[src/design/timer_core.sv]
`default_nettype none

module timer_core (
  input  logic        clock,
  input  logic        reset,
  input  logic [63:0] mtimecmp,
  output logic [63:0] mtime,
  output logic        mtip
);

  logic [63:0] mtime_q;
  logic        mtip_q;
  logic        expired;

  // The compare uses the current count and mtip follows one clock later.
  assign expired = mtime_q >= mtimecmp;

  always_ff @(posedge clock) begin
    if (reset) begin
      mtime_q <= '0;
    end else begin
      mtime_q <= mtime_q + 64'd1;
    end
  end

  always_ff @(posedge clock) begin
    if (reset) begin
      mtip_q <= 1'b0;
    end else begin
      mtip_q <= expired;
    end
  end

  assign mtime = mtime_q;
  assign mtip = mtip_q;

endmodule

`default_nettype wire

[config.mk]
export PLATFORM = sky130hd
export DESIGN_NAME = timer_core
export DESIGN_NICKNAME = d
export VERILOG_FILES = /design/src/design/timer_core.sv
export SDC_FILE = /design/constraint.sdc
export NUM_CORES = 1
export LEC_CHECK = 0
export BUFFER_PORTS_ARGS = -buffer_cell sky130_fd_sc_hd__buf_4
export CAP_MARGIN = 20
export CORE_UTILIZATION = 25
export DETAILED_ROUTE_END_ITERATION = 16
export GPL_TIMING_DRIVEN = 0
export PLACE_DENSITY = 0.48
export SYNTH_ARGS = -nofsm -noshare
export SYNTH_HDL_FRONTEND = slang
export SYNTH_SLANG_ARGS = --single-unit
[constraint.sdc]
create_clock -name clock -period 2.2 [get_ports clock]
set_input_delay 0.44 -clock clock [delete_from_list [all_inputs] [get_ports clock]]
set_output_delay 0.44 -clock clock [all_outputs]
set_load 0.01 [all_outputs]
* After elaboration in Yosys (flattened, before gate mapping)
Index checks and enable logic that the tools add are counted.
Word-level totals: bits of input ports 66, output and inout port bits 65, register bits after elaboration 65
Cells by class: $add $sub $neg 1, magnitude comparators 1
Operator list (number):
- $add 64x1->64 const B | 1
- $ge 64x64->1 | 1

* Depth between registers and ports, before layout
word-level depth 1, depth in mapped cells 10, gate-level depth less buffers 8

* Worst setup path before layout
OpenSTA, ideal clock, no wires.
kind input to register, from input port mtimecmp[25], to register mtip_q (netlist: mtip), stages 8, setup time 129 ps, data required time 2071 ps, arrival 1935 ps, setup slack 136 ps, cells stage by stage inv_1 ha_1 a21o_1 a221o_1 a221oi_1 o21ai_0 o311ai_0 nand2_1
Between the ends: longest elaborated chain between the ends 1
RTL lines:
- start, declared | RTL line 6 | input logic [63:0] mtimecmp,
- $ge 64x64->1 | RTL line 16 | assign expired = mtime_q >= mtimecmp;
- end signal, assigned | RTL line 30 | mtip_q <= expired;
- end, declared | RTL line 12 | logic mtip_q;
Every way passes these cells. A chain may end at the register's enable or synchronous reset.

* Worst setup path in the final report
from register mtime_q[25] (netlist: mtime[25]), to register mtip_q (netlist: mtip)
Between the ends: longest elaborated chain between the ends 1
RTL lines:
- start, declared | RTL line 11 | logic [63:0] mtime_q;
- start signal, assigned | RTL line 22 | mtime_q <= mtime_q + 64'd1;
- $ge 64x64->1 | RTL line 16
Every way passes these cells.

==> impl_metrics.tcl <==
set metrics [dict create \
    fin_skew_ns 0.00708 \
    synthDistinctLibCells 43 \
    n_antenna_cell 0 \
    ios 131 \
    hold_viol_final 0 \
    cts_buffer_depth 2 \
    finalInstanceArea_um2 6270 \
    place_area_um2 5810 \
    comb_power_share 0.083 \
    yosysSeqAreaShare 0.286 \
    synth_top_cell_by_area "dfxtp_1" \
    clock_latency_ns 0.32 \
    grt_max_degree 11 \
    synth_top_cells_by_area "dfxtp_1 (29%), ha_1 (18%), xor2_1 (7.9%), inv_1 (5.9%), nor2_1 (5.4%)" \
    start_kind "flip-flop" \
    drt_iter0_markers 260 \
    tightest_slew_ns 0.509 \
    grtUsageTotal 0.140 \
    layout_common_cells "buf_4 (135), inv_1 (72), nor2_1 (66)" \
    arrival_ns 2.28 \
    antenna_found_initial 0 \
    p_clk_frac 0.500 \
    maxSlewViolCount 0 \
    period_needed_ns 2.08 \
    drtPass1Iterations 4 \
    worst_ir_drop_vdd_mv 0.361 \
    initial_core_util 0.260 \
    gp_congestion 0.807 \
    row_count 48 \
    wl_per_cell_um 13.7 \
    p_sw_w 0.000610 \
    nets 821 \
    synth_top_area_frac 0.286 \
    portBuffers 130 \
    ys_ff_latch 65 \
    intPower_w 0.00224 \
    overflow 0 \
    slew_headroom 0.661 \
    ys_warn_count 0 \
    p_leak_nw 3.10 \
    rsz0062_at_grt "false" \
    worstPathMaxFanout 6 \
    criticalPathCategory "flip-flop to flip-flop" \
    ant_nets 0 \
    syn_nets 678 \
    pre_cts_ws_ns -0.661 \
    post-route-worst-setup-slack_ns 0.121 \
    cap_violations 0 \
    seq_power_share 0.417 \
    die_area_um2 18800 \
    cts_max_level 3 \
    power_density_nw_per_um2 454 \
    first_global_vias 4053 \
    numCtsBuffers 9 \
    die_w_um 137 \
    status "completed" \
    critPathRequiredTime_ns 2.40 \
    fmax_mhz 481 \
    hold_path.class "flip-flop to flip-flop" \
    nFillCells 1834 \
    fin_crit_sh 0.945 \
    detail_route.vias_per_cell 4.58 \
    core_area_um2 17500 \
    clkSlewWorstSetupHoldPaths_ns 0.05 \
    end_kind "flip-flop" \
    drc 0 \
    grt_pass1_wl_mm 20.4 \
    syn_area_per_cell_um2 8.33 \
    syn_inst 547 \
    syn_to_final_growth_pct 37.7 \
    cts_tree "yes" \
    num_vias 4206 \
    syn-cell-area_um2 4560 \
    hpwlAfterDp_mm 10.1 \
    setup_violations 0 \
    dieHeight_um 137 \
    cts_sinks 65 \
    final_common_cell "buf_4" \
    drt_wl_total_mm 12.6 \
    drive_above_1_share 0.291 \
    root_buffer "clkbuf_16" \
    switching_share 0.214 \
]
power by group through the flow:
stage | Combinational, W | Clock (W) | Sequential [W]
2_1_floorplan | 0.000103 | 0 | 0.00121
3_3_place_gp | 0.000225 | 0 | 0.00121
3_5_place_dp | 0.000233 | 0 | 0.00121
4_1_cts | 0.000238 | 0.00147 | 0.00119
5_1_grt | 0.000269 | 0.00154 | 0.00119
6_report | 0.000237 | 0.00142 | 0.00119
stage by stage:
stage	setup TNS [ns]	util	cells	hold slack (ns)	total power, W
floorplan	0	-	547	0.476	0.00132
global placement	-0.695	0.331	902	0.481	0.00144
detailed placement	-1.22	0.331	902	0.489	0.00145
CTS	0	0.351	917	0.464	0.00290
global route	0	0.358	919	0.478	0.00299
finish	0	0.358	919	0.465	0.00285
critical path: stages (launching register included):
cell,delay [ns]
dfxtp_2,0.40
ha_1,0.27
a21o_1,0.16
a221o_1,0.33
a221oi_2,0.27
o21ai_1,0.13
o311ai_1,0.32
nand2_1,0.09
synth_stat cells, drive strengths merged:
master   count
nor4         8
buf          8
nor2b        2
nand3b       1
nor3         7
o2111ai      1
o311ai       1
o211ai       1
nor2        66
inv         72
nand4       31
a211oi       1
xor2        41
and2         9
a2111o       1
and4bb       1
and4        13
nand2       31
a22oi        1
o21ai       11
nand3       32
xnor2       17
dfxtp       65
a221oi       4
a21oi       27
and3        10
or3          5
clkbuf       6
nand2b       1
a21o         6
a221o        2
ha          65
registers in the layout (all words and copies together), names as in the netlist:
register and cells:
mtip 1, mtime 64
per-layer routing:
layer	part of all wire	GRT usage	routed length [µm]
met1	0.46	0.181	5810
met2	0.48	0.235	5990
met3	0.052	0.0267	661
met4	0.010	0.0403	129
met5	0	0	0
worst paths after layout:
kind | from | to | slack, ns | depth (start not counted)
worst max-delay path | mtime[25]$_SDFF_PP0_ | mtip$_SDFF_PP0_ | 0.12 | 7
worst min-delay path | mtime[0]$_SDFF_PP0_ | mtime[0]$_SDFF_PP0_ | 0.47 | 1
worst min register to register | mtime[0]$_SDFF_PP0_ | mtime[0]$_SDFF_PP0_ | 0.47 | 1
worst max register to register | mtime[25]$_SDFF_PP0_ | mtip$_SDFF_PP0_ | 0.12 | 7
cells by family after synthesis:
kind of cell	Yosys count	synth area share
buf+inv	86	0.0783
compound gates	56	0.0750
xor+xnor	58	0.112
fa+ha+maj	65	0.179
simple gates	217	0.271
flops	65	0.286
layout make-up:
| class | count | area, µm² | share of cell area |
|---|---|---|---|
| Buffer | 14 | 96.3 | 0.0154 |
| Clock buffer | 12 | 256 | 0.0409 |
| Clock inverter | 3 | 40.0 | 0.00638 |
| Inverter | 72 | 270 | 0.0431 |
| Multi-Input combinational cell | 396 | 3010 | 0.480 |
| Sequential cell | 65 | 1330 | 0.211 |
| Tap cell | 225 | 282 | 0.0449 |
| Timing Repair Buffer | 132 | 991 | 0.158 |
timing repair:
item,in CTS,in global routing
setup buffers,0,2
endpoints found under the hold margin,0,0
resized for setup,13,27
pin swaps,0,5
hold buffers,0,0
endpoints found under the setup margin,12,25
No activity file was read; power rests on OpenSTA's default activity.
