===== src/design/soc_pkg.sv =====
`default_nettype none

package soc_pkg;

  typedef struct packed {
    logic        valid;
    logic        instr;  // Set for an instruction fetch.
    logic [31:0] addr;
    logic [31:0] wdata;
    logic [3:0]  wstrb;  // All zero means a read.
  } mem_req_t;

  typedef struct packed {
    logic        ready;
    logic        error;
    logic [31:0] rdata;
  } mem_rsp_t;

  // Each region top is exclusive.
  localparam logic [31:0] rom_base_addr   = 32'h0000_0000;
  localparam logic [31:0] rom_top_addr    = 32'h0000_0040;
  localparam logic [31:0] timer_base_addr = 32'h0200_0000;
  localparam logic [31:0] timer_top_addr  = 32'h0200_0020;
  localparam logic [31:0] ram_base_addr   = 32'h8000_0000;
  localparam logic [31:0] ram_top_addr    = 32'h8000_0400;

  localparam int rom_words = 16;
  localparam int ram_words = 256;

  // Boot code loads the entry point from word 8 and jumps to the data RAM.
  localparam logic [31:0] rom_image [rom_words] = '{
    32'h0000_0297,  // auipc t0, 0
    32'h0202_8593,  // addi a1, t0, 32
    32'hf140_2573,  // csrr a0, mhartid
    32'h0202_a283,  // lw t0, 32(t0)
    32'h0002_8067,  // jr t0
    32'h0000_0013,
    32'h0000_0013,
    32'h0000_0013,
    32'h8000_0000,  // Entry point.
    32'h0000_0000,
    32'hdead_beef,
    32'h1234_5678,
    32'h0000_0013,
    32'h0000_0013,
    32'h0000_006f,  // Spin here if the jump returns.
    32'hcafe_f00d
  };

  localparam logic [31:0] timer_msip_offset    = 32'h0000_0000;
  localparam logic [31:0] timer_cmp_lo_offset  = 32'h0000_0004;
  localparam logic [31:0] timer_cmp_hi_offset  = 32'h0000_0008;
  localparam logic [31:0] timer_time_lo_offset = 32'h0000_0010;
  localparam logic [31:0] timer_time_hi_offset = 32'h0000_0014;

endpackage

`default_nettype wire

===== src/design/bus_decoder.sv =====
`default_nettype none

module bus_decoder (
  input  logic              clock,
  input  logic              reset,
  input  soc_pkg::mem_req_t request,
  output soc_pkg::mem_rsp_t response,
  output soc_pkg::mem_req_t rom_req,
  output soc_pkg::mem_req_t ram_req,
  output soc_pkg::mem_req_t timer_req,
  input  soc_pkg::mem_rsp_t rom_rsp,
  input  soc_pkg::mem_rsp_t ram_rsp,
  input  soc_pkg::mem_rsp_t timer_rsp
);

  logic              rom_hit;
  logic              ram_hit;
  logic              timer_hit;
  logic              map_error;
  logic              error_pending;
  logic [31:0]       base_addr;
  soc_pkg::mem_req_t local_req;

  always_comb begin
    rom_hit = (request.addr >= soc_pkg::rom_base_addr) &&
              (request.addr < soc_pkg::rom_top_addr);
    ram_hit = (request.addr >= soc_pkg::ram_base_addr) &&
              (request.addr < soc_pkg::ram_top_addr);
    timer_hit = (request.addr >= soc_pkg::timer_base_addr) &&
                (request.addr < soc_pkg::timer_top_addr);

    base_addr = '0;
    if (ram_hit) begin
      base_addr = soc_pkg::ram_base_addr;
    end else if (timer_hit) begin
      base_addr = soc_pkg::timer_base_addr;
    end else if (rom_hit) begin
      base_addr = soc_pkg::rom_base_addr;
    end

    // Targets only ever see the offset inside their own region.
    local_req = request;
    local_req.addr = request.addr - base_addr;

    rom_req = local_req;
    rom_req.valid = request.valid && rom_hit;
    ram_req = local_req;
    ram_req.valid = request.valid && ram_hit;
    timer_req = local_req;
    timer_req.valid = request.valid && timer_hit;

    map_error = request.valid && !(rom_hit || ram_hit || timer_hit);
  end

  always_ff @(posedge clock) begin
    if (reset) begin
      error_pending <= 1'b0;
    end else begin
      error_pending <= map_error;  // Answer unmapped accesses on the next clock.
    end
  end

  always_comb begin
    response = '0;
    if (rom_rsp.ready) begin
      response = rom_rsp;
    end else if (ram_rsp.ready) begin
      response = ram_rsp;
    end else if (timer_rsp.ready) begin
      response = timer_rsp;
    end else if (error_pending) begin
      response.ready = 1'b1;
      response.error = 1'b1;
    end
  end

  // The targets and the error path share one response slot.
  one_responder_check: assert property (
    @(posedge clock) disable iff (reset)
    $onehot0({rom_rsp.ready, ram_rsp.ready, timer_rsp.ready, error_pending})
  );

  ready_latency_check: assert property (
    @(posedge clock) disable iff (reset)
    request.valid |=> response.ready
  );

endmodule

`default_nettype wire


===== config.mk =====
export PLATFORM = sky130hd
export DESIGN_NAME = bus_decoder
export DESIGN_NICKNAME = d
export VERILOG_FILES = /design/src/design/soc_pkg.sv /design/src/design/bus_decoder.sv
export SDC_FILE = /design/constraint.sdc
export NUM_CORES = 1
export LEC_CHECK = 0
export BUFFER_PORTS_ARGS = -buffer_cell sky130_fd_sc_hd__buf_4
export CORE_AREA = 4 4 160 162
export DETAILED_ROUTE_END_ITERATION = 7
export DIE_AREA = 0 0 164 166
export RECOVER_POWER = 25
export SYNTH_ARGS = -nofsm -noshare
export SYNTH_HDL_FRONTEND = slang
export SYNTH_SLANG_ARGS = --single-unit

===== constraint.sdc =====
create_clock -name clock -period 5.4 [get_ports clock]
set_input_delay 1.62 -clock clock [delete_from_list [all_inputs] [get_ports clock]]
set_output_delay 1.62 -clock clock [all_outputs]
set_load 0.01 [all_outputs]

-- Word-level counts from Yosys, hierarchy flattened
Index checks and enable logic that the tools add are counted.
- flip-flop bits (word level): 1
- logic and storage cells: 25
- input port bits: 174
- reduce and logical (&&, ||, !) cells: 10
- magnitude comparators: 6
- $add $sub $neg: 1
- muxes and demuxes: 7
- operators by type and width (operator ; number):
    $mux 34 ; 2
    $mux 32 ; 2
    $ge 32x1->1 const B ; 1
    $ge 32x26->1 const B ; 1
    $ge 32x32->1 const B ; 1
    $lt 32x26->1 const B ; 1
    $lt 32x32->1 const B ; 1
    $lt 32x7->1 const B ; 1
    $sub 32x32->32 ; 1
    $mux 26 ; 1
    $logic_and 1x1->1 ; 7
    $mux 2 ; 2
    $logic_or 1x1->1 ; 2
    $logic_not 1->1 ; 1

-- Depth between registers and ports, before layout
- depth in word-level cells: 6
- mapped depth: 9
- mapped depth without buffers: 8

-- Worst setup path after synthesis
Ideal clock, no wire load.
- path type: input to output
- from: input request[48] in the netlist's numbering
- to: output rom_req[67] in the netlist's numbering
- slack: 0.146 ns
- data arrival time: 3.634 ns
- cell stages on the path: 9
- path through: or4_4 > nor3_2 > and4_1 > ha_1 > ha_1 > nand2b_1 > a2111oi_1 > a221oi_2 > buf_4
- RTL lines (what ; line ; text):
    start: declaration ; bus_decoder.sv:6 ; input soc_pkg::mem_req_t request,
    end: declaration ; bus_decoder.sv:8 ; output soc_pkg::mem_req_t rom_req,

==> flow_summary.toml <==
[logic_synthesis]
synth_most_common_cell = "buf_4"
synthesis.nets = 536
synth_area_per_cell_um2 = 6.81
ys_seq_area_frac = 0.00817
synth_edf_count = 0
synth-main-ff-cell = "dfxtp_1"
yosysTopAreaCellShare = 0.613
synth_largest_area_cell = "buf_4"
synthTopCellsByArea = "buf_4, a22oi_1, o21ai_0"
synthCells = 360
synth_cell_types = 32
ys_warn_count = 0
async_reset_ff_frac = 0
synth_area_um2 = 2450
ys_top_cells_by_count = "buf_4, nand2_1, a22oi_1"
synth_seq_cells = 1

[run]
cap_viol_max_count = 0

[final_layout]
fin_nets = 591
area_delta_synth_final_pct = 38.4
design_area_um2 = 3390
regMostFlops = "error_pending"
largest_registers = "error_pending x1"
instances_no_fill = 737
largest_register_ffs = 1
drive_gt1_frac = 0.688
diodes = 0

[routing]
routed-via-count = 2437
wl_per_cell_um = 13.5
remaining_drc_errors = 0
drt_first_pass_iters = 4
first_iter_violations = 75
vias_per_cell = 3.31
wl_mm = 9.93
ant_nets = 0

[timing]
hold_ws_ns = 1.89
fmax_mhz = 189
rsz0062_at_grt = "no"
period_share = 0.982
worst_slew_pin_slew_ns = 0.561
fin_tns_setup_ns = 0
period_needed_ns = 5.30
relSlewSlack = 0.626
drv_slew = 0
setup_violations = 0
hold_viol = 0

[setup_path]
crit_type = "in -> out"
crit_path_end_kind = "output port"
startpoint = "request[50]"
required_ns = 3.78
worstPathArrival_ns = 3.68
worstPathCellList = "buf_6 -> or4_4 -> nor3_4 -> and4_4 -> ha_4 -> ha_4 -> nand2b_4 -> buf_6 -> a221oi_4 -> buf_4"
slowest_stage = "or4_4"
cp_max_fo = 3
start_kind = "input pin"
max_stage_delay_ns = 0.54

[die]
die_x_um = 164
die-area_um2 = 27200
rows = 57
start_util = 0.102
io-pin-count = 418
die_h_um = 166
core_um2 = 24100

[global_route]
track_usage = 0.0602
grt_pass1_vias = 2379
antenna_found_initial = 0
overflow = 0
grt_pass1_wl_mm = 13.3
grt_max_degree = 68

[placement]
place_area_um2 = 3310
gp_congestion = 0.701
dp_hpwl_mm = 8.70
dpl.cell_count = 737
portBuffers = 249

[clocking]
ctsHoldBuffers = 0
cts.clk_slew.worst_paths_ns = 0
cts_setup_buffers = 0

[worst_hold_path]
hold_path.class = "in -> reg"
worstHoldStart = "request[69]"

[power]
leakage_nw = 1.63
vdd_drop_max_mv = 0.0344
p_per_area_nw_per_um2 = 79.0

[outcome]
status = "finished, final reports clean"
[metal layers]
layer,wire length [um],GRT usage
met1,3470,0.0626
met3,1950,0.0486
met5,0,0.00727
met2,4520,0.100
met4,2,0
[path summary, 6_finish.rpt]
check / end / slack [ns] / depth (start not counted)
worst max-delay path: ram_req[67] / 0.1 / 10
worst min-delay path: error_pending / 1.89 / 2
[cells in the final DEF (no fill, tap or decap), drive strengths merged]
cell     synthesis  layout
mux2i            1       1
a31o             1       1
nor2b            1       1
and3b            1       1
or4              3       3
a22oi           32      32
inv              5       5
o2111ai          1       1
a221oi           1       1
buf            203     267
nand2           35      35
a2111oi          1       1
nand3            2       2
dfxtp            1       1
nor2             5       5
a21oi            1       1
clkbuf          12       1
or3              1       1
xor2             3       3
o21ai           34      34
nor3             6       6
xnor2            1       1
nor4             3       3
and4             2       2
ha               2       2
and3             1       1
nand2b           1       1
[stage by stage]
stage | worst slack (ns) | power (W) | utilization
2_1_floorplan | 0.146 | 0.000220 | -
3_3_place_gp | -0.0732 | 0.000266 | 0.137
3_5_place_dp | -0.112 | 0.000268 | 0.137
4_1_cts | 0.0348 | 0.000270 | 0.138
5_1_grt | 0.00526 | 0.000289 | 0.141
6_report | 0.0996 | 0.000268 | 0.141
[kinds of logic after synthesis]
| group | after synthesis | synth area share |
|---|---|---|
| buffers and inverters | 220 | 0.645 |
| AOI/OAI and AO/OA | 71 | 0.187 |
| and+or+nand+nor | 61 | 0.132 |
| muxes | 1 | 0.00408 |
| DFF | 1 | 0.00817 |
| adders and majority gates | 2 | 0.0102 |
| xor gates and xnor gates | 4 | 0.0143 |
[timing repair]
item / in CTS / in global routing
gates resized for setup: 3 / 12
endpoints found under the setup margin: 3 / 6
pin swaps: 1 / 5
[area by class of cell]
class / instances / area (um2)
inverter: 5 / 18.8
multi-input combinational: 139 / 926
fill: 2815 / 20700
timing repair buffer: 268 / 2020
tap: 324 / 405
sequential: 1 / 20.0
[worst max-delay path, delay by kind of cell]
family | cells | cell delay (ns)
buffers and inverters | 3 | 0.39
and+or+nand+nor | 4 | 1.08
AOI/OAI and AO/OA | 1 | 0.29
adders and majority gates | 2 | 0.30
[power by group]
| part | switching, W | leakage [nW] | internal, W |
|---|---|---|---|
| registers | 0.000000717 | 0.00834 | 0.00000795 |
| clock network | 0 | 0 | 0 |
| logic | 0.000109 | 1.63 | 0.000150 |
(Power assumes the default switching activity.)
