`config.mk`:
```
export PLATFORM = sky130hd
export DESIGN_NAME = timer_regs
export DESIGN_NICKNAME = d
export VERILOG_FILES = /design/src/design/soc_pkg.sv /design/src/design/timer_regs.sv
export SDC_FILE = /design/constraint.sdc
export NUM_CORES = 1
export LEC_CHECK = 0
export ABC_AREA = 1
export BUFFER_PORTS_ARGS = -buffer_cell sky130_fd_sc_hd__buf_2
export CAP_MARGIN = 20
export CELL_PAD_IN_SITES_DETAIL_PLACEMENT = 1
export CELL_PAD_IN_SITES_GLOBAL_PLACEMENT = 2
export CORE_MARGIN = 2
export CORE_UTILIZATION = 25
export CTS_BUF_LIST = sky130_fd_sc_hd__clkbuf_4 sky130_fd_sc_hd__clkbuf_8
export DETAILED_ROUTE_END_ITERATION = 10
export PLACE_DENSITY = 0.86
export SYNTH_ARGS = -nofsm -noshare
export SYNTH_HDL_FRONTEND = slang
export SYNTH_SLANG_ARGS = --single-unit
```
`constraint.sdc`:
```
create_clock -name clock -period 1.3 [get_ports clock]
set_input_delay 0.065 -clock clock [delete_from_list [all_inputs] [get_ports clock]]
set_output_delay 0.065 -clock clock [all_outputs]
set_load 0.005 [all_outputs]
```
`src/design/soc_pkg.sv`:
```
`default_nettype none

package soc_pkg;

  typedef struct packed {
    logic        valid;
    logic        instr;  // Set for an instruction fetch.
    logic [31:0] addr;
    logic [31:0] wdata;
    logic [3:0]  wstrb;  // All zero means a read.
  } mem_req_t;

  typedef struct packed {
    logic        ready;
    logic        error;
    logic [31:0] rdata;
  } mem_rsp_t;

  // Each region top is exclusive.
  localparam logic [31:0] rom_base_addr   = 32'h0000_0000;
  localparam logic [31:0] rom_top_addr    = 32'h0000_0040;
  localparam logic [31:0] timer_base_addr = 32'h0200_0000;
  localparam logic [31:0] timer_top_addr  = 32'h0200_0020;
  localparam logic [31:0] ram_base_addr   = 32'h8000_0000;
  localparam logic [31:0] ram_top_addr    = 32'h8000_0400;

  localparam int rom_words = 16;
  localparam int ram_words = 256;

  // Boot code loads the entry point from word 8 and jumps to the data RAM.
  localparam logic [31:0] rom_image [rom_words] = '{
    32'h0000_0297,  // auipc t0, 0
    32'h0202_8593,  // addi a1, t0, 32
    32'hf140_2573,  // csrr a0, mhartid
    32'h0202_a283,  // lw t0, 32(t0)
    32'h0002_8067,  // jr t0
    32'h0000_0013,
    32'h0000_0013,
    32'h0000_0013,
    32'h8000_0000,  // Entry point.
    32'h0000_0000,
    32'hdead_beef,
    32'h1234_5678,
    32'h0000_0013,
    32'h0000_0013,
    32'h0000_006f,  // Spin here if the jump returns.
    32'hcafe_f00d
  };

  localparam logic [31:0] timer_msip_offset    = 32'h0000_0000;
  localparam logic [31:0] timer_cmp_lo_offset  = 32'h0000_0004;
  localparam logic [31:0] timer_cmp_hi_offset  = 32'h0000_0008;
  localparam logic [31:0] timer_time_lo_offset = 32'h0000_0010;
  localparam logic [31:0] timer_time_hi_offset = 32'h0000_0014;

endpackage

`default_nettype wire
```
`src/design/timer_regs.sv`:
```
`default_nettype none

module timer_regs (
  input  logic              clock,
  input  logic              reset,
  input  soc_pkg::mem_req_t req,
  output soc_pkg::mem_rsp_t rsp,
  input  logic [63:0]       mtime,
  output logic [63:0]       mtimecmp,
  output logic              msip
);

  logic        write_en;
  logic        msip_q;
  logic [63:0] mtimecmp_q;
  logic        ready_q;
  logic [31:0] rdata_q;
  logic [31:0] read_word;

  assign write_en = req.valid && (req.wstrb != 4'b0000);

  always_ff @(posedge clock) begin
    if (reset) begin
      msip_q <= 1'b0;
      mtimecmp_q <= '1;  // Far future so that no timer interrupt fires after reset.
    end else if (write_en) begin
      if (req.addr == soc_pkg::timer_msip_offset && req.wstrb[0]) begin
        msip_q <= req.wdata[0];
      end
      for (int i = 0; i < 4; i++) begin
        if (req.wstrb[i]) begin
          case (req.addr)
            soc_pkg::timer_cmp_lo_offset: mtimecmp_q[8*i +: 8] <= req.wdata[8*i +: 8];
            soc_pkg::timer_cmp_hi_offset: mtimecmp_q[32 + 8*i +: 8] <= req.wdata[8*i +: 8];
            default: ;
          endcase
        end
      end
    end
  end

  always_comb begin
    case (req.addr)
      soc_pkg::timer_msip_offset:    read_word = {31'b0, msip_q};
      soc_pkg::timer_cmp_lo_offset:  read_word = mtimecmp_q[31:0];
      soc_pkg::timer_cmp_hi_offset:  read_word = mtimecmp_q[63:32];
      soc_pkg::timer_time_lo_offset: read_word = mtime[31:0];
      soc_pkg::timer_time_hi_offset: read_word = mtime[63:32];
      default:                       read_word = '0;
    endcase
  end

  always_ff @(posedge clock) begin
    if (req.valid) begin
      rdata_q <= write_en ? '0 : read_word;
    end
  end

  always_ff @(posedge clock) begin
    if (reset) begin
      ready_q <= 1'b0;
    end else begin
      ready_q <= req.valid;
    end
  end

  always_comb begin
    rsp.ready = ready_q;
    rsp.error = 1'b0;
    rsp.rdata = ready_q ? rdata_q : '0;
  end

  assign mtimecmp = mtimecmp_q;
  assign msip = msip_q;

endmodule

`default_nettype wire

```
### Yosys cells after proc, flatten, opt, wreduce, memory -nomap -nowiden

Index checks and enable logic that the tools add are counted.

| storage, ports and cells | value |
|---|---|
| flip-flop bits (word level) | 98 |
| logic and storage cells | 30 |
| output and inout port bits | 99 |

| cells by class | value |
|---|---|
| mux-type cells | 2 |
| reductions and logical operators | 13 |
| equal/unequal tests | 4 |

Operators with widths:

| kind | number |
|---|---|
| $pmux W32 S5 | 1 |
| $eq A32 B5 Y1 const B | 2 |
| $eq A32 B3 Y1 const B | 1 |
| $eq A32 B4 Y1 const B | 1 |
| $logic_not A32 Y1 | 1 |
| $mux W32 | 1 |
| $reduce_and A3 Y1 | 8 |
| $reduce_bool A4 Y1 | 1 |
| $logic_and A1 B1 Y1 | 2 |
| $reduce_and A2 Y1 | 1 |

### Logic depth before layout (Yosys ltp)

| depth | value |
|---|---|
| depth after elaboration | 3 |
| gate-level depth with buffers | 12 |
| mapped depth without buffers | 11 |

### Worst setup path after synthesis

OpenSTA, ideal clock, no wires.

| timing | value |
|---|---|
| path type | input -> register |
| from | input req[67] in the netlist's numbering |
| to | register rdata_q[14] (data pin) |
| required time | 1.034 ns |
| path slack | 0.128 ns |
| library setup time | 0.266 ns |
| data arrival time | 0.906 ns |
| stages | 11 |
| path through | nor2_1 > nand2_1 > nor2_1 > nand2_1 > clkinv_2 > buf_4 > buf_4 > nand3_1 > nand2_1 > nor2_1 > nor2_1 |

| between the ends | value |
|---|---|
| cells in the longest elaborated chain, start to end | 2 |
| elaborated cells between the ends (all ways) | 6 |

Ends and longest elaborated chain:

| what | line | text |
|---|---|---|
| start: declaration | timer_regs.sv:6 | `input soc_pkg::mem_req_t req,` |
| $eq A32 B5 Y1, or another cell as far along | timer_regs.sv:43 | `case (req.addr)` |
| $pmux W32 S5 (*) | timer_regs.sv:43 |  |
| end signal: assignment | timer_regs.sv:55 | `rdata_q <= write_en ? '0 : read_word;` |
| end: declaration | timer_regs.sv:17 | `logic [31:0] rdata_q;` |

Every way passes the cells marked *; elsewhere a longest branch is shown, timed or not.
A chain may end at the register's enable or synchronous reset.

==> flow_metrics.env <==
export IMPL_dr_total_vias=5932
export IMPL_final_net_count=1158
export IMPL_rsz0062_at_grt="false"
export IMPL_syn_to_final_growth_pct=44.86
export IMPL_cp_max_fo=16
export IMPL_vdd_drop_max_v=0.0004969
export IMPL_io_pins=235
export IMPL_syn_avg_cell_area_um2=6.960
export IMPL_r2r_slack_ns=0.28
export IMPL_synthesis_area_um2=5185
export IMPL_use_met3_pct=2.716
export IMPL_r2r_cells=4
export IMPL_remaining_drc_errors=0
export IMPL_track_usage_pct=19.51
export IMPL_status="finished, final reports clean"
export IMPL_finalInstanceArea_um2=7511
export IMPL_placed_area_um2=6892
export IMPL_vias_per_cell=4.563
export IMPL_cts_root_buf="clkbuf_8"
export IMPL_cts_buffers=9
export IMPL_netlist_cell_type_count=23
export IMPL_path_class="register to primary output"
export IMPL_ys_top_cells_by_area="dfxtp_1 25%, nand3_1 19%, edfxtp_1 19%, nand2_1 15%, nor2_1 6.7%"
export IMPL_ys_seq_elements=98
export IMPL_io_buffers=232
export IMPL_worst_skew_pair_late_latency_ns=0.39
export IMPL_wire_per_inst_um=16.82
export IMPL_die_x_um=148.0
export IMPL_antenna_found_initial=2
export IMPL_worstSetupEndpointType="primary output"
export IMPL_path_clk_slew_ns=0.09
export IMPL_yosysTopAreaCell="dfxtp_1"
export IMPL_core_area_um2=20300
export IMPL_start_util_pct=25.54
export IMPL_hp_start="mtime[4]"
export IMPL_leakage_nw=3.951
export IMPL_die_y_um=148.0
export IMPL_ant_nets=0
export IMPL_synth_top_area_share_pct=25.48
export IMPL_rr_startpoint="mtimecmp[29]$_SDFFE_PP1P_"
export IMPL_final_common_cell="buf_2"
export IMPL_final_hold_viol_count=0
export IMPL_drv_cap=0
export IMPL_routabilityCongestion=0.8420
export IMPL_cts_buffer_depth=2
export IMPL_p_per_area_nw_per_um2=806.6
export IMPL_yosysSeqAreaShare_pct=44.02
export IMPL_synth_cells=745
export IMPL_drt_iter0_drc=381
export IMPL_syn_num_nets=881
export IMPL_busiest_layer="met2"
export IMPL_dieArea_um2=21910
export IMPL_grt_met2_usage_pct=29.95
export IMPL_globalRoute_totalOverflow=0
export IMPL_p_total_w=0.006058
export IMPL_required_ns=1.24
export IMPL_std_cell_rows=52
export IMPL_r2r_end="rdata_q[29]$_SDFFCE_PP0P_"
export IMPL_maxSlewViolCount=0
export IMPL_fmax_mhz=823.8
export IMPL_mostFrequentLayoutCells="232 x buf_2, 204 x nand2_1, 201 x nand3_1"
export IMPL_clock_sinks=98
export IMPL_setup_violations=0
export IMPL_first_pass_iters=5
export IMPL_layout_drive_gt1_share_pct=31.55
export IMPL_dp_hpwl_mm=16.85
export IMPL_drt_total_wl_mm=21.87
export IMPL_min_period_over_period_pct=93.37
export IMPL_grt_max_degree=34
export IMPL_skew_ns=0.01445
export IMPL_grt_pass1_vias=5724
export IMPL_grt_pass1_wl_mm=32.91
export IMPL_arrival_ns=1.15
export IMPL_holdPathEnd="rdata_q[4]$_SDFFCE_PP0P_"
export IMPL_htreeDepth=3
export IMPL_holdPathStages=5
export IMPL_cts_tree="done"
export IMPL_critPathLaunchType="register"
export IMPL_min_path_type="input port to register"
export IMPL_ys_warn_count=0
export IMPL_grt_use_met1_pct=27.59
export IMPL_min_period_ns=1.214
[layer usage]
metal  up-vias  wire, µm
met1      2754     10230
met5         -         0
met3        36      1010
li1       2961         -
met2       181      9973
met4         0       656
[critical path: stages, from the launching register on]
cell and delay (ns):
dfxtp_2 0.39, clkbuf_16 0.18, nand2_1 0.05, inv_1 0.05, buf_2 0.10
[layout make-up]
cell class                      instances  area, µm²
Fill cell                            2644      12790
Multi-Input combinational cell        537       2401
Sequential cell                        98       2283
Timing Repair Buffer                  313       2024
Tap cell                              270      337.8
Inverter                               63      239.0
Clock buffer                           11      138.9
Clock inverter                          5      78.83
Antenna cell                            3      7.507
[state kept, by name (all words and copies together) (netlist names)]
name	flops
rdata_q	32
msip	1
ready_q	1
mtimecmp	64
[kinds of logic after synthesis]
| kind of cell | synth area share, % |
|---|---|
| AND/OR/NAND/NOR | 43.58 |
| buffers and inverters | 9.918 |
| flip-flops | 44.02 |
| AO/OA/AOI/OAI | 2.413 |
| other | 0.07232 |
[per-stage QoR]
stage	hold slack, ns	cells	worst slack [ns]	TNS, ns	util [%]
6_report	0.1081	1300	0.08614	0	37.00
2_1_floorplan	0.1362	745	0.1276	0	-
4_1_cts	0.08376	1295	0.02293	0	36.65
5_1_grt	0.1217	1299	0.004032	0	36.99
3_3_place_gp	0.2741	1246	-0.3040	-15.11	33.95
3_5_place_dp	0.2763	1246	-0.3261	-18.17	33.95
[synthesized netlist by cell type]
| master | n |
|---|---|
| nor3_1 | 1 |
| inv_1 | 56 |
| o211ai_1 | 6 |
| conb_1 | 1 |
| nand2_1 | 205 |
| o21ai_1 | 4 |
| nand2_2 | 10 |
| nand3_1 | 201 |
| o21ai_0 | 6 |
| clkbuf_1 | 14 |
| o211ai_2 | 2 |
| clkinv_2 | 2 |
| edfxtp_1 | 32 |
| dfxtp_1 | 66 |
| a21oi_1 | 1 |
| buf_4 | 13 |
| buf_2 | 16 |
| nor2_4 | 2 |
| inv_2 | 5 |
| nor2_1 | 93 |
| nor2_2 | 4 |
| buf_6 | 4 |
| nor2_8 | 1 |
[worst max path at each step]
stage | start | endpoint | slack [ns] | cells past startpoint
2_1_floorplan | req[67] | rdata_q[14]$_SDFFCE_PP0P_ | 0.13 | 11
3_3_place_gp | req[1] | mtimecmp[48]$_SDFFE_PP1P_ | -0.30 | 8
3_5_place_dp | req[1] | mtimecmp[23]$_SDFFE_PP1P_ | -0.33 | 8
4_1_cts | ready_q$_SDFF_PP0_ | rsp[30] | 0.02 | 4
5_1_grt | req[51] | rdata_q[29]$_SDFFCE_PP0P_ | 0.004 | 13
6_report | ready_q$_SDFF_PP0_ | rsp[6] | 0.09 | 4
[power by group]
part | leakage [nW] | total (W) | internal (W) | switching [W]
clock | 0.104 | 0.00224 | 0.00112 | 0.00111
combinational | 2.98 | 0.000621 | 0.000307 | 0.000314
sequential | 0.865 | 0.00320 | 0.00319 | 0.0000159
total | 3.95 | 0.00606 | 0.00462 | 0.00144
[what timing repair did]
action / 4_1_cts / 5_1_grt
hold endpoints to repair: 66 / 0
setup endpoints to repair: 0 / 28
resized for setup: 0 / 4
hold buffers: 33 / 0
setup buffers: 0 / 0
(Power assumes the default switching activity.)
